**config.mk**
```make
export PLATFORM = sky130hd
export DESIGN_NAME = dcache_store_merge_flat
export DESIGN_NICKNAME = d
export VERILOG_FILES = /design/src/verilog/cache_cfg_pkg.sv /design/src/verilog/mem_bus_pkg.sv /design/src/verilog/dcache_if.sv /design/src/verilog/dcache_store_merge.sv /design/src/flat_wrapper.sv
export SDC_FILE = /design/constraint.sdc
export NUM_CORES = 1
export LEC_CHECK = 0
export BUFFER_PORTS_ARGS = -buffer_cell sky130_fd_sc_hd__buf_2
export CORE_MARGIN = 4
export CORE_UTILIZATION = 30
export DETAILED_ROUTE_END_ITERATION = 10
export GPL_ROUTABILITY_DRIVEN = 0
export GPL_TIMING_DRIVEN = 0
export SYNTH_ARGS = -nofsm -noshare
export SYNTH_HDL_FRONTEND = slang
export SYNTH_SLANG_ARGS = --single-unit
```
**constraint.sdc**
```tcl
create_clock -name vclk -period 1.5
set_input_delay 0.075 -clock vclk [all_inputs]
set_output_delay 0.075 -clock vclk [all_outputs]
set_load 0.05 [all_outputs]
```
**src/verilog/cache_cfg_pkg.sv**
```systemverilog
package cache_cfg_pkg;

    // address space seen by the cache
    localparam int addr_w = 32;

    // line geometry, two 64-bit banks per line
    localparam int line_bytes = 16;
    localparam int offset_w = 4;   // log2 of line_bytes

    // tag width at 128 sets
    // the width follows the set count, so each module works its own width out from sets
    localparam int tag_w = addr_w - offset_w - 7;

    // uncached device region, compared with address bits 31..28
    localparam logic [3:0] mmio_base = 4'ha;

endpackage

```
**src/verilog/mem_bus_pkg.sv**
```systemverilog
package mem_bus_pkg;

    // access size as given on req_size
    typedef enum logic [1:0] {
        sz_byte  = 2'd0,
        sz_half  = 2'd1,
        sz_word  = 2'd2,
        sz_dword = 2'd3
    } size_t;

    // one cache line, seen either as banks or as bytes
    typedef union packed {
        logic [1:0][63:0] bank;    // bank[1] holds offsets 8..15
        logic [15:0][7:0] bytes;   // bytes[n] is offset n
    } line_t;

    // controller states
    typedef enum logic [2:0] {
        st_idle,
        st_lookup,
        st_writeback,
        st_refill,
        st_uncached
    } ctrl_state_t;

endpackage

```
**src/verilog/dcache_if.sv**
```systemverilog


// line data path between controller, store merge and data array
interface line_if #(
    parameter int sets = 128
);
    localparam int idx_w = $clog2(sets);

    logic [idx_w-1:0] index;
    logic read_en;
    logic write_way;
    logic write_en;
    mem_bus_pkg::line_t wline;
    logic [cache_cfg_pkg::line_bytes-1:0] byte_en;
    mem_bus_pkg::line_t rline0;
    mem_bus_pkg::line_t rline1;

    modport ctrl (
        output index, read_en, write_way, write_en,
        input  wline, byte_en, rline0, rline1
    );

    modport merge (output wline, byte_en);

    modport array (
        input  index, read_en, write_way, write_en, wline, byte_en,
        output rline0, rline1
    );
endinterface

```
**src/verilog/dcache_store_merge.sv**
```systemverilog
`timescale 1ns/10ps

module dcache_store_merge (
    input mem_bus_pkg::line_t base_line,
    input logic [cache_cfg_pkg::offset_w-1:0] offset,
    input mem_bus_pkg::size_t req_size,
    input logic [63:0] req_wdata,
    input logic store_en,
    line_if.merge lif
);
    logic [cache_cfg_pkg::line_bytes-1:0] size_mask;
    logic [cache_cfg_pkg::line_bytes-1:0] mask;
    mem_bus_pkg::line_t shifted;
    mem_bus_pkg::line_t merged;

    always_comb begin
        case (req_size)
            mem_bus_pkg::sz_byte: size_mask = 16'h0001;
            mem_bus_pkg::sz_half: size_mask = 16'h0003;
            mem_bus_pkg::sz_word: size_mask = 16'h000f;
            default:              size_mask = 16'h00ff;
        endcase
    end

    assign mask = size_mask << offset;   // accesses are aligned, nothing falls off
    assign shifted = {64'b0, req_wdata} << {offset, 3'b000};

    always_comb begin
        for (int b = 0; b < cache_cfg_pkg::line_bytes; b++) begin
            if (store_en && mask[b]) begin
                merged.bytes[b] = shifted.bytes[b];
            end else begin
                merged.bytes[b] = base_line.bytes[b];
            end
        end
    end

    assign lif.wline = merged;
    assign lif.byte_en = store_en ? mask : '1;   // whole line when just passing base through

endmodule

```
**src/flat_wrapper.sv**
```systemverilog
// flat-port wrapper written by rule: the top's interface ports become plain ports
module dcache_store_merge_flat 
  (base_line, offset, req_size, req_wdata, store_en, lif_wline, lif_byte_en);
  line_if lif_i ();
  input mem_bus_pkg::line_t base_line;
  input logic [cache_cfg_pkg::offset_w-1:0] offset;
  input mem_bus_pkg::size_t req_size;
  input logic [63:0] req_wdata;
  input logic store_en;
  output wire logic [$bits(lif_i.wline)-1:0] lif_wline;
  output wire logic [$bits(lif_i.byte_en)-1:0] lif_byte_en;
  assign lif_wline = lif_i.wline;
  assign lif_byte_en = lif_i.byte_en;
  dcache_store_merge u_core (.base_line(base_line), .offset(offset), .req_size(req_size), .req_wdata(req_wdata), .store_en(store_en), .lif(lif_i));
endmodule
```
=== Word-level counts from Yosys, hierarchy flattened ===
Index checks and enable logic that the tools add are counted.

* Register bits: 0
* Bits of input ports: 199
* Output and inout port bits: 144
* Logic and storage cells: 39

* Eq/ne operators: 2
* Shifts and indexed selects: 2
* Multiplexer cells: 18
* Reduce and logical (&&, ||, !) cells: 17

{| class="wikitable"
|+ Operators with widths
! cell !! number
|-
| 8-bit two-way mux || 16
|-
| 64-bit by 7-bit left shift with 128-bit output || 1
|-
| 8-bit one-hot mux with 3 select lines || 1
|-
| 1-bit logical AND || 16
|-
| 16-bit two-way mux || 1
|-
| 8-bit by 4-bit left shift with 16-bit output || 1
|-
| 2-bit by 1-bit == test with 1-bit output, second input constant || 1
|-
| 2-bit == test, second input constant || 1
|-
| 2-bit zero test || 1
|}

=== Longest topological paths before layout ===
* Depth after elaboration: 5
* Depth in mapped cells: 9
* Mapped depth without buffers: 5

=== Worst setup path after synthesis ===
No wires, ideal clock.

* Path kind: input to output
* Start point: input offset[2] (netlist bit)
* End point: output lif_wline[15]
* Data arrival time: 2.582 ns
* Slack: -1.157 ns
* Stages on the path: 6
* Path buffers: 2
* Cells stage by stage: buf_4 -> nor2_1 -> nand2_1 -> or3_1 -> buf_2 -> o41ai_1

* Word-level cells in the longest chain between the ends: 3
* Elaborated cells on any way between the ends: 4
* Those cells by class: shift: 2; mux: 1; reduce/logical: 1

{| class="wikitable"
|+ RTL lines
! what !! RTL line !! RTL
|-
| from (decl) || flat_wrapper.sv:6 || <nowiki>input logic [cache_cfg_pkg::offset_w-1:0] offset;</nowiki>
|-
| parallel branches: the longest is 2 deep, another holds 64-bit by 7-bit left shift with 128-bit output || - ||
|-
| 8-bit two-way mux * || dcache_store_merge.sv:30 || <nowiki>if (store_en && mask[b]) begin</nowiki>
|-
| to (decl) || flat_wrapper.sv:10 || <nowiki>output wire logic [$bits(lif_i.wline)-1:0] lif_wline;</nowiki>
|}

Mark *: on every way between the ends.

=== Worst setup path after layout ===
* Start point: input offset[2] (netlist bit)
* End point: output lif_wline[33]

Same word-level chain as after synthesis.

==> results.toml <==
[cells_and_area]
nClkBuffers = 0
multi_input_area_um2 = 7253
nFlopsAndLatches = 0
layout_common_cells = "207 x buf_2, 132 x buf_6, 79 x mux2_4, 55 x nand2_1, 55 x buf_4"
final_common_cell = "buf_2"
fillers = 847
seq_area_um2 = 0
nNetsFinal = 1346
drive_gt1_share_pct = 83.41
syn_to_final_growth_pct = 166.1
final_cell_area_um2 = 12710

[setup_path]
slowest_stage = "o22ai_1"
path_class = "in -> out"
critical_path.cell_chain = "buf_12, buf_8, buf_12, buf_6, clkbuf_4, nand2_1, o22ai_1, mux2_4, buf_6"
cp-startpoint = "offset[2]"
max_stage_delay_ns = 0.45
critical_path_arrival_ns = 1.90
cp-end-kind = "primary output"
worst_setup_path_start_kind = "primary input"
endpoint = "lif_wline[33]"
worstPathRequired_ns = 1.42
worstPathMaxFanout = 11

[power]
ir_worst_vdd_v = 0.0003322
power.leakage_nw = 5.490
power_density_nw_per_um2 = 481.3

[run]
maxCapViolCount = 0

[synth]
yosysWarnings = 0
postSynthAreaPerCell_um2 = 6.801
yosysSeqAreaShare_pct = 0
synthDistinctLibCells = 52
syn_inst = 702
syn_nets = 901
synth_area_um2 = 4775

[global_route]
grt-ovfl-total = 0
grt_pass1_vias = 8240
antenna_found_initial = 8
grt_pass1_wl_um = 50790
grt_max_degree = 12
grt_use_total_pct = 36.19

[hold_path]
hp-class = "in -> out"

[floorplanning]
die_w_um = 134.2
die-area_um2 = 18000
io_pins = 343
die_h_um = 134.2
coreArea_um2 = 15370
rows = 45
start_util_pct = 31.06

[placed_design]
place_area_um2 = 8137
io_buffer_count = 341
dp_hpwl_um = 25630

[clock_tree]
hold_buffers = 0

[run_status]
status = "complete, but fails checks"
violations = "setup timing"

[drt]
via_count = 8983
wl_um = 40020
vias_per_cell = 6.591
dr.pass1.iters = 9
drc_errors = 0
ant_nets = 0
first_iter_violations = 1131
avgRoutedWirePerCell_um = 29.36

[timing]
holdWs_ns = 0.4860
report.final.setup_viol = 133
slew_violations = 0
rsz0062_at_grt = "true"
relSlewSlack_pct = 65.24
period_share_pct = 131.4
finalHoldViolCount = 0
fmax_mhz = 507.3
final.setup.worst_slack_ns = -0.4713
worst_slew_pin_slew_ns = 0.5215
period_needed_ns = 1.971
metal layers:
layer / share of wire (%) / GRT usage [%] / vias up / wire, um
met2: 45 / 61.90 / 876 / 18130
met4: 8.0 / 11.76 / 2 / 3185
met5: 0.030 / 0 / - / 12
li1: - / - / 3590 / -
met1: 34 / 45.41 / 4230 / 13600
met3: 13 / 7.689 / 285 / 5098
worst min path at each step:
| stage | slack (ns) | from | cells after the start | to |
|---|---|---|---|---|
| 6_report | 0.49 | base_line[19] | 4 | lif_wline[19] |
| 5_1_grt | 0.50 | base_line[16] | 4 | lif_wline[16] |
| 3_5_place_dp | 0.55 | base_line[18] | 4 | lif_wline[18] |
| 4_1_cts | 0.49 | base_line[30] | 4 | lif_wline[30] |
| 2_1_floorplan | 0.33 | base_line[69] | 2 | lif_wline[69] |
| 3_3_place_gp | 0.55 | base_line[16] | 4 | lif_wline[16] |
stage by stage:
stage          setup WS [ns]  util, %  instances  total power, W  setup TNS, ns
6_report             -0.4713    82.67       1363        0.006116         -30.22
2_1_floorplan        -0.1759        -        702        0.002952         -4.331
4_1_cts              -0.2517    73.33       1307        0.005341         -18.15
3_5_place_dp         -0.8705    52.93       1254        0.004048         -75.17
5_1_grt              -0.4634    82.67       1363        0.006243         -32.29
3_3_place_gp         -0.8167    52.93       1254        0.004041         -73.55
cells in the mapped netlist, drive strengths merged (8+ instances only):
master	count	area share, %
a22o	11	2.0
buf	44	5.6
o22ai	40	5.4
nor3	8	1.1
a2bb2oi	24	4.4
clkbuf	30	2.4
mux2i	62	13
a22oi	26	4.1
nand2	106	8.3
o31ai	9	1.5
a221oi	8	1.5
a21oi	63	6.6
nor2	37	3.0
mux2	99	23
o21a	10	1.6
o21ai	61	6.6
cells by family (layout without fill, tap and decap cells):
family	after synthesis	count (layout)	synth area share, %
AO/OA/AOI/OAI	281	281	38.92
AND/OR/NAND/NOR	181	181	16.33
other	0	7	0
buffers and inverters	79	522	8.412
multiplexers	161	161	36.35
critical path, delay by kind of cell:
family | cells | cell delay [ns]
buffers and inverters | 6 | 0.97
AOI/OAI and AO/OA | 1 | 0.45
muxes | 1 | 0.25
and+or+nand+nor | 1 | 0.13
report_power, final:
| group | switching (W) | internal (W) |
|---|---|---|
| clock network | 0 | 0.000000000625 |
| logic | 0.00350 | 0.00262 |
| registers | 0 | 0 |
| total | 0.00350 | 0.00262 |
cell type report:
class,instances,area share (%)
multi-input combinational,623,57.08
timing repair buffer,447,32.00
buffer,70,8.389
tap,211,2.078
inverter,5,0.3151
antenna,7,0.1378
repair_timing:
item / 4_1_cts / 5_1_grt
setup buffers: 43 / 43
pin swaps: 45 / 69
endpoints found under the setup margin: 143 / 139
cloned: 11 / 11
resized for setup: 629 / 234
Note: power is estimated with default switching activity, not from simulation.
