## src/verilog/cache_cfg_pkg.sv

```systemverilog
package cache_cfg_pkg;

    // address space seen by the cache
    localparam int addr_w = 32;

    // line geometry, two 64-bit banks per line
    localparam int line_bytes = 16;
    localparam int offset_w = 4;   // log2 of line_bytes

    // tag width at 128 sets
    // the width follows the set count, so each module works its own width out from sets
    localparam int tag_w = addr_w - offset_w - 7;

    // uncached device region, compared with address bits 31..28
    localparam logic [3:0] mmio_base = 4'ha;

endpackage

```

## src/verilog/mem_bus_pkg.sv

```systemverilog
package mem_bus_pkg;

    // access size as given on req_size
    typedef enum logic [1:0] {
        sz_byte  = 2'd0,
        sz_half  = 2'd1,
        sz_word  = 2'd2,
        sz_dword = 2'd3
    } size_t;

    // one cache line, seen either as banks or as bytes
    typedef union packed {
        logic [1:0][63:0] bank;    // bank[1] holds offsets 8..15
        logic [15:0][7:0] bytes;   // bytes[n] is offset n
    } line_t;

    // controller states
    typedef enum logic [2:0] {
        st_idle,
        st_lookup,
        st_writeback,
        st_refill,
        st_uncached
    } ctrl_state_t;

endpackage

```

## src/verilog/dcache_if.sv

```systemverilog
`timescale 1ns/10ps

// tag/valid/dirty lookup and update between controller and tag array
interface tag_if #(
    parameter int sets = 128,
    parameter int tag_bits = cache_cfg_pkg::tag_w
);
    localparam int idx_w = $clog2(sets);

    logic [idx_w-1:0] index;
    logic [tag_bits-1:0] tag;
    logic fill;          // install tag, valid, dirty from mark_dirty
    logic clean;         // victim written back
    logic mark_dirty;
    logic way;

    logic hit;
    logic hit_way;
    logic victim_way;
    logic victim_dirty;
    logic [tag_bits-1:0] victim_tag;

    modport ctrl (
        output index, tag, fill, clean, mark_dirty, way,
        input  hit, hit_way, victim_way, victim_dirty, victim_tag
    );

    modport array (
        input  index, tag, fill, clean, mark_dirty, way,
        output hit, hit_way, victim_way, victim_dirty, victim_tag
    );
endinterface

// line data path between controller, store merge and data array
interface line_if #(
    parameter int sets = 128
);
    localparam int idx_w = $clog2(sets);

    logic [idx_w-1:0] index;
    logic read_en;
    logic write_way;
    logic write_en;
    mem_bus_pkg::line_t wline;
    logic [cache_cfg_pkg::line_bytes-1:0] byte_en;
    mem_bus_pkg::line_t rline0;
    mem_bus_pkg::line_t rline1;

    modport ctrl (
        output index, read_en, write_way, write_en,
        input  wline, byte_en, rline0, rline1
    );

    modport merge (output wline, byte_en);

    modport array (
        input  index, read_en, write_way, write_en, wline, byte_en,
        output rline0, rline1
    );
endinterface

```

## src/verilog/dcache_ctrl.sv

```systemverilog
`timescale 1ns/10ps

module dcache_ctrl #(
    parameter int sets = 128
) (
    input  logic clk,
    input  logic rst,
    input  logic req_valid,
    input  logic req_write,
    input  logic [cache_cfg_pkg::addr_w-1:0] req_addr,
    output logic resp_done,
    output logic [63:0] resp_rdata,
    output logic mem_req_valid,
    output logic mem_req_wen,
    output logic [cache_cfg_pkg::addr_w-1:0] mem_req_addr,
    output mem_bus_pkg::line_t mem_req_data,
    output logic [7:0] mem_req_strb,
    input  logic mem_res_valid,
    input  mem_bus_pkg::line_t mem_res_data,
    tag_if.ctrl tif,
    line_if.ctrl lif,
    output mem_bus_pkg::line_t base_line,
    output logic store_en,
    output logic [cache_cfg_pkg::offset_w-1:0] offset
);
    localparam int aw = cache_cfg_pkg::addr_w;
    localparam int ow = cache_cfg_pkg::offset_w;
    localparam int idx_w = $clog2(sets);

    mem_bus_pkg::ctrl_state_t state;
    logic way_q;            // hit way or chosen victim
    logic start;
    logic region;
    logic issue;
    logic lookup_store;
    logic [7:0] strb_lane;
    logic [aw-1:0] victim_addr;
    mem_bus_pkg::line_t rsel;

    assign start = req_valid && !resp_done;   // request still held in the done cycle
    assign region = req_addr[aw-1 -: 4] == cache_cfg_pkg::mmio_base;
    assign offset = req_addr[ow-1:0];
    assign rsel = way_q ? lif.rline1 : lif.rline0;
    assign lookup_store = (state == mem_bus_pkg::st_lookup) && req_write;

    assign tif.index = req_addr[ow +: idx_w];
    assign tif.tag = req_addr[aw-1:ow+idx_w];
    assign tif.way = way_q;
    assign tif.fill = (state == mem_bus_pkg::st_refill) && mem_res_valid;
    assign tif.clean = (state == mem_bus_pkg::st_writeback) && mem_res_valid;
    assign tif.mark_dirty = req_write && (tif.fill || state == mem_bus_pkg::st_lookup);

    assign lif.index = req_addr[ow +: idx_w];
    assign lif.read_en = (state == mem_bus_pkg::st_idle) && start;
    assign lif.write_way = way_q;
    assign lif.write_en = lookup_store || tif.fill;   // hit store or line refill

    // refill writes the memory line as is, a missed store lands on the replayed hit
    assign store_en = lookup_store || state == mem_bus_pkg::st_uncached;

    always_comb begin
        case (state)
            mem_bus_pkg::st_refill:   base_line = mem_res_data;
            mem_bus_pkg::st_uncached: base_line = '0;
            default:                  base_line = rsel;
        endcase
    end

    always_comb begin
        mem_req_data = '0;
        if (state == mem_bus_pkg::st_writeback) begin
            mem_req_data = rsel;
        end else if (state == mem_bus_pkg::st_uncached) begin
            mem_req_data.bank[0] = lif.wline.bank[offset[3]];   // store bytes in their lane
        end
    end

    assign strb_lane = offset[3] ? lif.byte_en[15:8] : lif.byte_en[7:0];
    assign victim_addr = {tif.victim_tag, tif.index, {ow{1'b0}}};
    assign issue = !mem_req_valid && (state == mem_bus_pkg::st_writeback ||
                                      state == mem_bus_pkg::st_refill ||
                                      state == mem_bus_pkg::st_uncached);

    always_ff @(posedge clk) begin
        if (rst) begin
            state <= mem_bus_pkg::st_idle;
            way_q <= 1'b0;
            resp_done <= 1'b0;
            mem_req_valid <= 1'b0;
            mem_req_wen <= 1'b0;
        end else begin
            resp_done <= 1'b0;
            case (state)
                mem_bus_pkg::st_idle: begin
                    if (start) begin
                        if (region) begin
                            state <= mem_bus_pkg::st_uncached;
                        end else if (tif.hit) begin
                            state <= mem_bus_pkg::st_lookup;
                            way_q <= tif.hit_way;
                        end else begin
                            way_q <= tif.victim_way;
                            state <= tif.victim_dirty ? mem_bus_pkg::st_writeback
                                                      : mem_bus_pkg::st_refill;
                        end
                    end
                end
                mem_bus_pkg::st_lookup: begin
                    resp_done <= 1'b1;
                    state <= mem_bus_pkg::st_idle;
                end
                mem_bus_pkg::st_writeback: begin
                    if (mem_res_valid) state <= mem_bus_pkg::st_refill;
                end
                mem_bus_pkg::st_refill: begin
                    if (mem_res_valid) state <= mem_bus_pkg::st_idle;   // replay as a hit
                end
                mem_bus_pkg::st_uncached: begin
                    if (mem_res_valid) begin
                        resp_done <= 1'b1;
                        state <= mem_bus_pkg::st_idle;
                    end
                end
                default: state <= mem_bus_pkg::st_idle;
            endcase

            // request drops on the response edge, next one starts a cycle later
            if (mem_res_valid) begin
                mem_req_valid <= 1'b0;
                mem_req_wen <= 1'b0;
            end else if (issue) begin
                mem_req_valid <= 1'b1;
                mem_req_wen <= (state == mem_bus_pkg::st_writeback) ||
                               (state == mem_bus_pkg::st_uncached && req_write);
            end
        end
    end

    always_ff @(posedge clk) begin
        if (issue) begin
            case (state)
                mem_bus_pkg::st_writeback: begin
                    mem_req_addr <= victim_addr;
                    mem_req_strb <= 8'hff;
                end
                mem_bus_pkg::st_uncached: begin
                    mem_req_addr <= {req_addr[aw-1:3], 3'b000};
                    mem_req_strb <= strb_lane;
                end
                default: begin
                    mem_req_addr <= {req_addr[aw-1:ow], {ow{1'b0}}};
                    mem_req_strb <= 8'hff;
                end
            endcase
        end
        if (state == mem_bus_pkg::st_lookup) begin
            resp_rdata <= rsel.bank[offset[3]];
        end else if (state == mem_bus_pkg::st_uncached && mem_res_valid) begin
            resp_rdata <= mem_res_data.bank[0];   // device data in the low bank
        end
    end

endmodule

```

## src/flat_wrapper.sv

```systemverilog
// flat-port wrapper written by rule: the top's interface ports become plain ports
module dcache_ctrl_flat 
#(
    parameter int sets = 128
)
  (clk, rst, req_valid, req_write, req_addr, resp_done, resp_rdata, mem_req_valid, mem_req_wen, mem_req_addr, mem_req_data, mem_req_strb, mem_res_valid, mem_res_data, base_line, store_en, offset, tif_index, tif_tag, tif_fill, tif_clean, tif_mark_dirty, tif_way, tif_hit, tif_hit_way, tif_victim_way, tif_victim_dirty, tif_victim_tag, lif_index, lif_read_en, lif_write_way, lif_write_en, lif_wline, lif_byte_en, lif_rline0, lif_rline1);
  tag_if #(.sets(sets)) tif_i ();
  line_if #(.sets(sets)) lif_i ();
  input  logic clk;
  input  logic rst;
  input  logic req_valid;
  input  logic req_write;
  input  logic [cache_cfg_pkg::addr_w-1:0] req_addr;
  output logic resp_done;
  output logic [63:0] resp_rdata;
  output logic mem_req_valid;
  output logic mem_req_wen;
  output logic [cache_cfg_pkg::addr_w-1:0] mem_req_addr;
  output mem_bus_pkg::line_t mem_req_data;
  output logic [7:0] mem_req_strb;
  input  logic mem_res_valid;
  input  mem_bus_pkg::line_t mem_res_data;
  output mem_bus_pkg::line_t base_line;
  output logic store_en;
  output logic [cache_cfg_pkg::offset_w-1:0] offset;
  output wire logic [$bits(tif_i.index)-1:0] tif_index;
  output wire logic [$bits(tif_i.tag)-1:0] tif_tag;
  output wire logic [$bits(tif_i.fill)-1:0] tif_fill;
  output wire logic [$bits(tif_i.clean)-1:0] tif_clean;
  output wire logic [$bits(tif_i.mark_dirty)-1:0] tif_mark_dirty;
  output wire logic [$bits(tif_i.way)-1:0] tif_way;
  input wire logic [$bits(tif_i.hit)-1:0] tif_hit;
  input wire logic [$bits(tif_i.hit_way)-1:0] tif_hit_way;
  input wire logic [$bits(tif_i.victim_way)-1:0] tif_victim_way;
  input wire logic [$bits(tif_i.victim_dirty)-1:0] tif_victim_dirty;
  input wire logic [$bits(tif_i.victim_tag)-1:0] tif_victim_tag;
  output wire logic [$bits(lif_i.index)-1:0] lif_index;
  output wire logic [$bits(lif_i.read_en)-1:0] lif_read_en;
  output wire logic [$bits(lif_i.write_way)-1:0] lif_write_way;
  output wire logic [$bits(lif_i.write_en)-1:0] lif_write_en;
  input wire logic [$bits(lif_i.wline)-1:0] lif_wline;
  input wire logic [$bits(lif_i.byte_en)-1:0] lif_byte_en;
  input wire logic [$bits(lif_i.rline0)-1:0] lif_rline0;
  input wire logic [$bits(lif_i.rline1)-1:0] lif_rline1;
  assign tif_index = tif_i.index;
  assign tif_tag = tif_i.tag;
  assign tif_fill = tif_i.fill;
  assign tif_clean = tif_i.clean;
  assign tif_mark_dirty = tif_i.mark_dirty;
  assign tif_way = tif_i.way;
  assign tif_i.hit = tif_hit;
  assign tif_i.hit_way = tif_hit_way;
  assign tif_i.victim_way = tif_victim_way;
  assign tif_i.victim_dirty = tif_victim_dirty;
  assign tif_i.victim_tag = tif_victim_tag;
  assign lif_index = lif_i.index;
  assign lif_read_en = lif_i.read_en;
  assign lif_write_way = lif_i.write_way;
  assign lif_write_en = lif_i.write_en;
  assign lif_i.wline = lif_wline;
  assign lif_i.byte_en = lif_byte_en;
  assign lif_i.rline0 = lif_rline0;
  assign lif_i.rline1 = lif_rline1;
  dcache_ctrl #(.sets(sets)) u_core (.clk(clk), .rst(rst), .req_valid(req_valid), .req_write(req_write), .req_addr(req_addr), .resp_done(resp_done), .resp_rdata(resp_rdata), .mem_req_valid(mem_req_valid), .mem_req_wen(mem_req_wen), .mem_req_addr(mem_req_addr), .mem_req_data(mem_req_data), .mem_req_strb(mem_req_strb), .mem_res_valid(mem_res_valid), .mem_res_data(mem_res_data), .tif(tif_i), .lif(lif_i), .base_line(base_line), .store_en(store_en), .offset(offset));
endmodule
```

## config.mk

```make
export PLATFORM = sky130hd
export DESIGN_NAME = dcache_ctrl_flat
export DESIGN_NICKNAME = d
export VERILOG_FILES = /design/src/verilog/cache_cfg_pkg.sv /design/src/verilog/mem_bus_pkg.sv /design/src/verilog/dcache_if.sv /design/src/verilog/dcache_ctrl.sv /design/src/flat_wrapper.sv
export SDC_FILE = /design/constraint.sdc
export NUM_CORES = 1
export LEC_CHECK = 0
export BUFFER_PORTS_ARGS = -buffer_cell sky130_fd_sc_hd__buf_2
export CAP_MARGIN = 20
export CELL_PAD_IN_SITES_DETAIL_PLACEMENT = 1
export CELL_PAD_IN_SITES_GLOBAL_PLACEMENT = 1
export CORE_AREA = 2 2 392 394
export DETAILED_ROUTE_END_ITERATION = 7
export DIE_AREA = 0 0 394 396
export GPL_TIMING_DRIVEN = 1
export PLACE_DENSITY_LB_ADDON = 0.1
export SLEW_MARGIN = 10
export SYNTH_ARGS = -nofsm -noshare
export SYNTH_HDL_FRONTEND = slang
export SYNTH_SLANG_ARGS = --single-unit
export TNS_END_PERCENT = 10
```

## constraint.sdc

```tcl
create_clock -name clk -period 3.8 [get_ports clk]
set_clock_uncertainty 0.1 [all_clocks]
set_input_delay 1.14 -clock clk [delete_from_list [all_inputs] [get_ports clk]]
set_output_delay 1.14 -clock clk [all_outputs]
set_load 0.005 [all_outputs]
```

# Word level (Yosys, flattened, before mapping)
# Index checks and enable logic that the tools add are counted.
# op_classes
reduce_logical	23
order_cmp	1
n_bitwise	1
mux	23
n_eq_ne	8
# ops
operator	count
$mux 64	9
$pmux 128 s2	1
$mux 128	1
$pmux 32 s2	1
$mux 3	5
$logic_and 1x1->1	9
$pmux 3 s3	1
$mux 8	1
$eq 3x2->1 const B	2
$logic_or 1x1->1	6
$reduce_and 3->1	2
$eq 4x4->1 const B	1
$ne 2x1->1 const B	2
$reduce_or 2->1	2
$eq 3x1->1 const B	1
$eq 3x3->1 const B	1
$logic_not 3->1	1
$mux 1	3
$logic_not 1->1	2
$lt 1x2->1 const B	1
$ne 2x2->1 const B	1
$pmux 1 s2	1
$reduce_bool 2->1	1
$not 1->1	1
# totals
regBits	111
in_bits	590
elab_cells	64
output_inout_bits	410

# Longest topological paths before layout
# depth
ltp_word	5
mapped_depth	7
depth_no_buf	4

# Worst setup path after synthesis
# OpenSTA, ideal clock, no wires.
# synth_path
kind	register to register
from	register u_core.state[1]
to	register u_core.mem_req_addr[10] (netlist name) (enable)
synth_period_minus_slack_ps	3430
path_slack_ps	370
path_stages_with_launch	6
arrival_ps	2886
setup_ps	444
required_ps	3256
path_buffers	3
path_cell_list	dfxtp_1 buf_6 or3b_1 buf_6 buf_6 a21oi_1
# synth_between
elab_chain_cells	4
word_cells_on_any_way	6
cone_classes	3 x eq/ne; 3 x reduce/logical
# synth_lines
item	line_no	text
start: declaration	dcache_ctrl.sv:30	mem_bus_pkg::ctrl_state_t state;
start signal: assignment	dcache_ctrl.sv:86	state <= mem_bus_pkg::st_idle;
start signal: assignment	dcache_ctrl.sv:97	state <= mem_bus_pkg::st_uncached;
start signal: assignment	dcache_ctrl.sv:99	state <= mem_bus_pkg::st_lookup;
$eq 3x2->1 (on tied branches)	dcache_ctrl.sv:80, dcache_ctrl.sv:81	
$logic_or 1x1->1	dcache_ctrl.sv:80	assign issue = !mem_req_valid && (state == mem_bus_pkg::st_writeback ||
$logic_or 1x1->1 (*)	dcache_ctrl.sv:81	state == mem_bus_pkg::st_refill ||
$logic_and 1x1->1 (*)	dcache_ctrl.sv:80	
net u_core.issue	dcache_ctrl.sv:34	logic issue;
end signal: assignment	dcache_ctrl.sv:143	mem_req_addr <= victim_addr;
end signal: assignment	dcache_ctrl.sv:147	mem_req_addr <= {req_addr[aw-1:3], 3'b000};
end signal: assignment	dcache_ctrl.sv:151	mem_req_addr <= {req_addr[aw-1:ow], {ow{1'b0}}};
end: declaration	dcache_ctrl.sv:15	output logic [cache_cfg_pkg::addr_w-1:0] mem_req_addr,
# The timed path passes the listed nets; every way through them passes the cells marked *.
# A chain may end at the register's enable or synchronous reset.

==> impl_metrics.ini <==
[sta]
setup_slack_ns = 0.1855
min_period_ns = 3.615
clock.fmax_mhz = 276.7
maxSlewViolCount = 0
fin_crit_sh = 0.9512
setup_viol = 0
rsz0062_at_grt = no
worstMarginPinSlew_ns = 0.8591
finalSetupTns_ns = 0
relSlewSlack = 0.4273
hold_viol = 0

[die]
core_area_um2 = 151500
dieWidth_um = 394
initial_core_util = 0.06780
ios = 1000
fp.dieArea_um2 = 156000
rows = 143
chipHeight_um = 396

[worst_setup_path]
path_cells = clkbuf_8 > buf_12 > mux2i_1 > o22ai_1 > buf_2
r2r_end = u_core.mem_req_addr[11]
cp_top_family = buffers and inverters
cpMaxStageDelayCell = clkbuf_8
crit_path_max_fanout = 25
r2r_setup_slack_ns = 1.47
worstSetupStartpointType = input port
cp_num_buf_inv = 3
arrival_ns = 2.37
critical_path_class = input port to primary output
required_ns = 2.56
cpPeakStageDelay_ns = 0.42
r2r_cells = 5
r2r-start = u_core.state[1]
cp-end-kind = primary output

[logic_synthesis]
synth_edf_count = 101
yosysMostFrequentCell = nand2_1
synth_flop_cell = edfxtp_1
avgSynthCellArea_um2 = 9.240
seq_area_frac_synth = 0.3088
synth.ff_latch_count = 108
synth_top_area_cell = edfxtp_1
ys_warn_count = 0
netlist_area_um2 = 10270
async_flop_share = 0
syn_inst = 1112
yosys-top-cells-area = edfxtp_1 (30%), mux2i_1 (20%), mux2_2 (9.4%)
synth_common_cells = nand2_1 (207), mux2i_1 (201), edfxtp_1 (101), o21ai_2 (100), o21ai_0 (92)
ys_types = 38
yosysTopAreaCellShare = 0.2952

[clock_network]
htreeDepth = 3
clk_path_buf_depth = 2
path_clk_slew_ns = 0.10
ctsRootBufferMaster = clkbuf_16
cts_made_buffers = 9
cts_tree = built
cts_sinks = 108
insertion_delay_ns = 0.44
cts_hold_buf = 0

[route]
dr.pass1.iters = 4
dr.max_layer_used = met5
post_drt_wl_per_cell_um = 21.41
ant_nets = 0
drc = 0
vias = 12670
routed-wl-met3_um = 5212
wl_met2_um = 48000
wl_met1_um = 33170
drt_first_iter_violations = 477
wl_um = 88090
via_per_inst = 3.079

[layout]
layout-drive-gt1-share = 0.6293
fin_area_um2 = 18080
final_nets = 2662
syn_to_final_growth_pct = 75.95

[global_routing]
grt_overflow = 0
grt_pass1_vias = 14110
track_usage = 0.1086
grt_max_degree = 71
grt_pass1_wl_um = 118400
antenna_found_initial = 7

[pwr]
p_leak_uw = 0.008003
seqPwrFrac = 0.265
combPwrFrac = 0.543
power.switching_uw = 2624
switching_share = 0.4399
ir_worst_vdd_mv = 0.2333
p_int_uw = 3341
p_per_area_nw_per_um2 = 329.9
power_frac_clock = 0.193

[job]
maxCapViolCount = 0

[worst_hold_path]
holdCritPathClass = register to register
hold-path-cell-count = 2
min_from = u_core.mem_req_wen
min_to = u_core.mem_req_wen

[placement]
dp_hpwl_um = 73400
finalWeightedCongestion = 0.8585
io_buffer_count = 990
place_area_um2 = 17760
preCtsSetupSlack_ns = 0.1425

[status]
status = completed
## cells by family after synthesis
group | after synthesis | synth area share
compound gates | 273 | 0.1807
xor+xnor | 1 | 0.0008526
buf+inv | 149 | 0.1062
flops | 108 | 0.3088
mux | 287 | 0.2901
other cells | 1 | 0.0003650
simple gates | 293 | 0.1130
## worst max-delay path by stage
| stage | startpoint | to | slack [ns] | cells past startpoint |
|---|---|---|---|---|
| 4_1_cts | u_core.lif.write_way | base_line[2] | 0.03 | 5 |
| 3_5_place_dp | req_addr[3] | mem_req_data[47] | 0.14 | 5 |
| 2_1_floorplan | u_core.state[1] | u_core.mem_req_addr[10] | 0.37 | 5 |
| 6_report | req_addr[3] | mem_req_data[10] | 0.19 | 5 |
| 5_1_grt | u_core.state[1] | base_line[3] | 0.05 | 7 |
| 3_3_place_gp | req_addr[3] | mem_req_data[51] | 0.16 | 5 |
## timing repair
| action | CTS | global route |
|---|---|---|
| cloned | 0 | 0 |
| resized for setup | 2 | 1 |
| setup endpoints to repair | 38 | 1 |
| setup buffers | 0 | 0 |
## placed cells by master, fill, tap and decap left out, drive strengths merged, types with 4 or more instances in the layout
master / Yosys / routed
diode: 0 / 7
nor2: 72 / 72
dfxtp: 7 / 7
a21oi: 7 / 7
mux2: 86 / 86
nand2: 208 / 208
clkinv: 0 / 4
o22ai: 64 / 64
o21ai: 193 / 193
clkbuf: 26 / 10
mux2i: 201 / 201
buf: 118 / 1090
edfxtp: 101 / 101
inv: 5 / 8
## per-layer routing
| layer | track usage | up-vias |
|---|---|---|
| li1 | - | 5917 |
| met1 | 0.1164 | 6167 |
| met2 | 0.2082 | 522 |
| met3 | 0.02733 | 56 |
| met4 | 0.03010 | 6 |
| met5 | 0 | - |
## metrics by stage
stage          utilization  total power (uW)  hold slack, ns  std cells
2_1_floorplan            -              3101          0.4049       1114
3_3_place_gp        0.1172              5022          0.4194       4091
3_5_place_dp        0.1172              4990          0.4434       4091
4_1_cts             0.1192              6266          0.4588       4107
5_1_grt             0.1192              6439          0.5032       4109
6_report            0.1193              5964          0.4432       4114
## power by group through the flow
stage,combinational (uW),clock [uW],sequential [uW]
after detailed placement,3380,0,1610
final,3240,1150,1580
after global routing,3550,1290,1600
after floorplan,1480,0,1620
after global placement,3410,0,1610
after CTS,3390,1290,1590
## worst reg2reg max path, delay by kind of cell (launching register included)
family	cells	cell delay [ns]
flip-flops	1	0.32
AO/OA/AOI/OAI	1	0.16
buffers and inverters	3	0.91
AND/OR/NAND/NOR	1	0.45
## state kept, by name, indices dropped and copies added (netlist names)
signal / flops
u_core.lif.write_way: 1
u_core.mem_req_addr: 29
u_core.mem_req_strb: 8
u_core.mem_req_valid: 1
u_core.mem_req_wen: 1
u_core.resp_done: 1
u_core.resp_rdata: 64
u_core.state: 3
## layout make-up
class / instances / area (um^2)
inverter: 5 / 18.77
clock buffer: 9 / 225.2
sequential: 108 / 3178
fill: 18270 / 133500
antenna: 7 / 17.52
tap: 2030 / 2540
multi-input combinational: 857 / 6072
clock inverter: 7 / 67.56
timing repair buffer: 1091 / 5959
No activity file was read; power rests on OpenSTA's default activity.
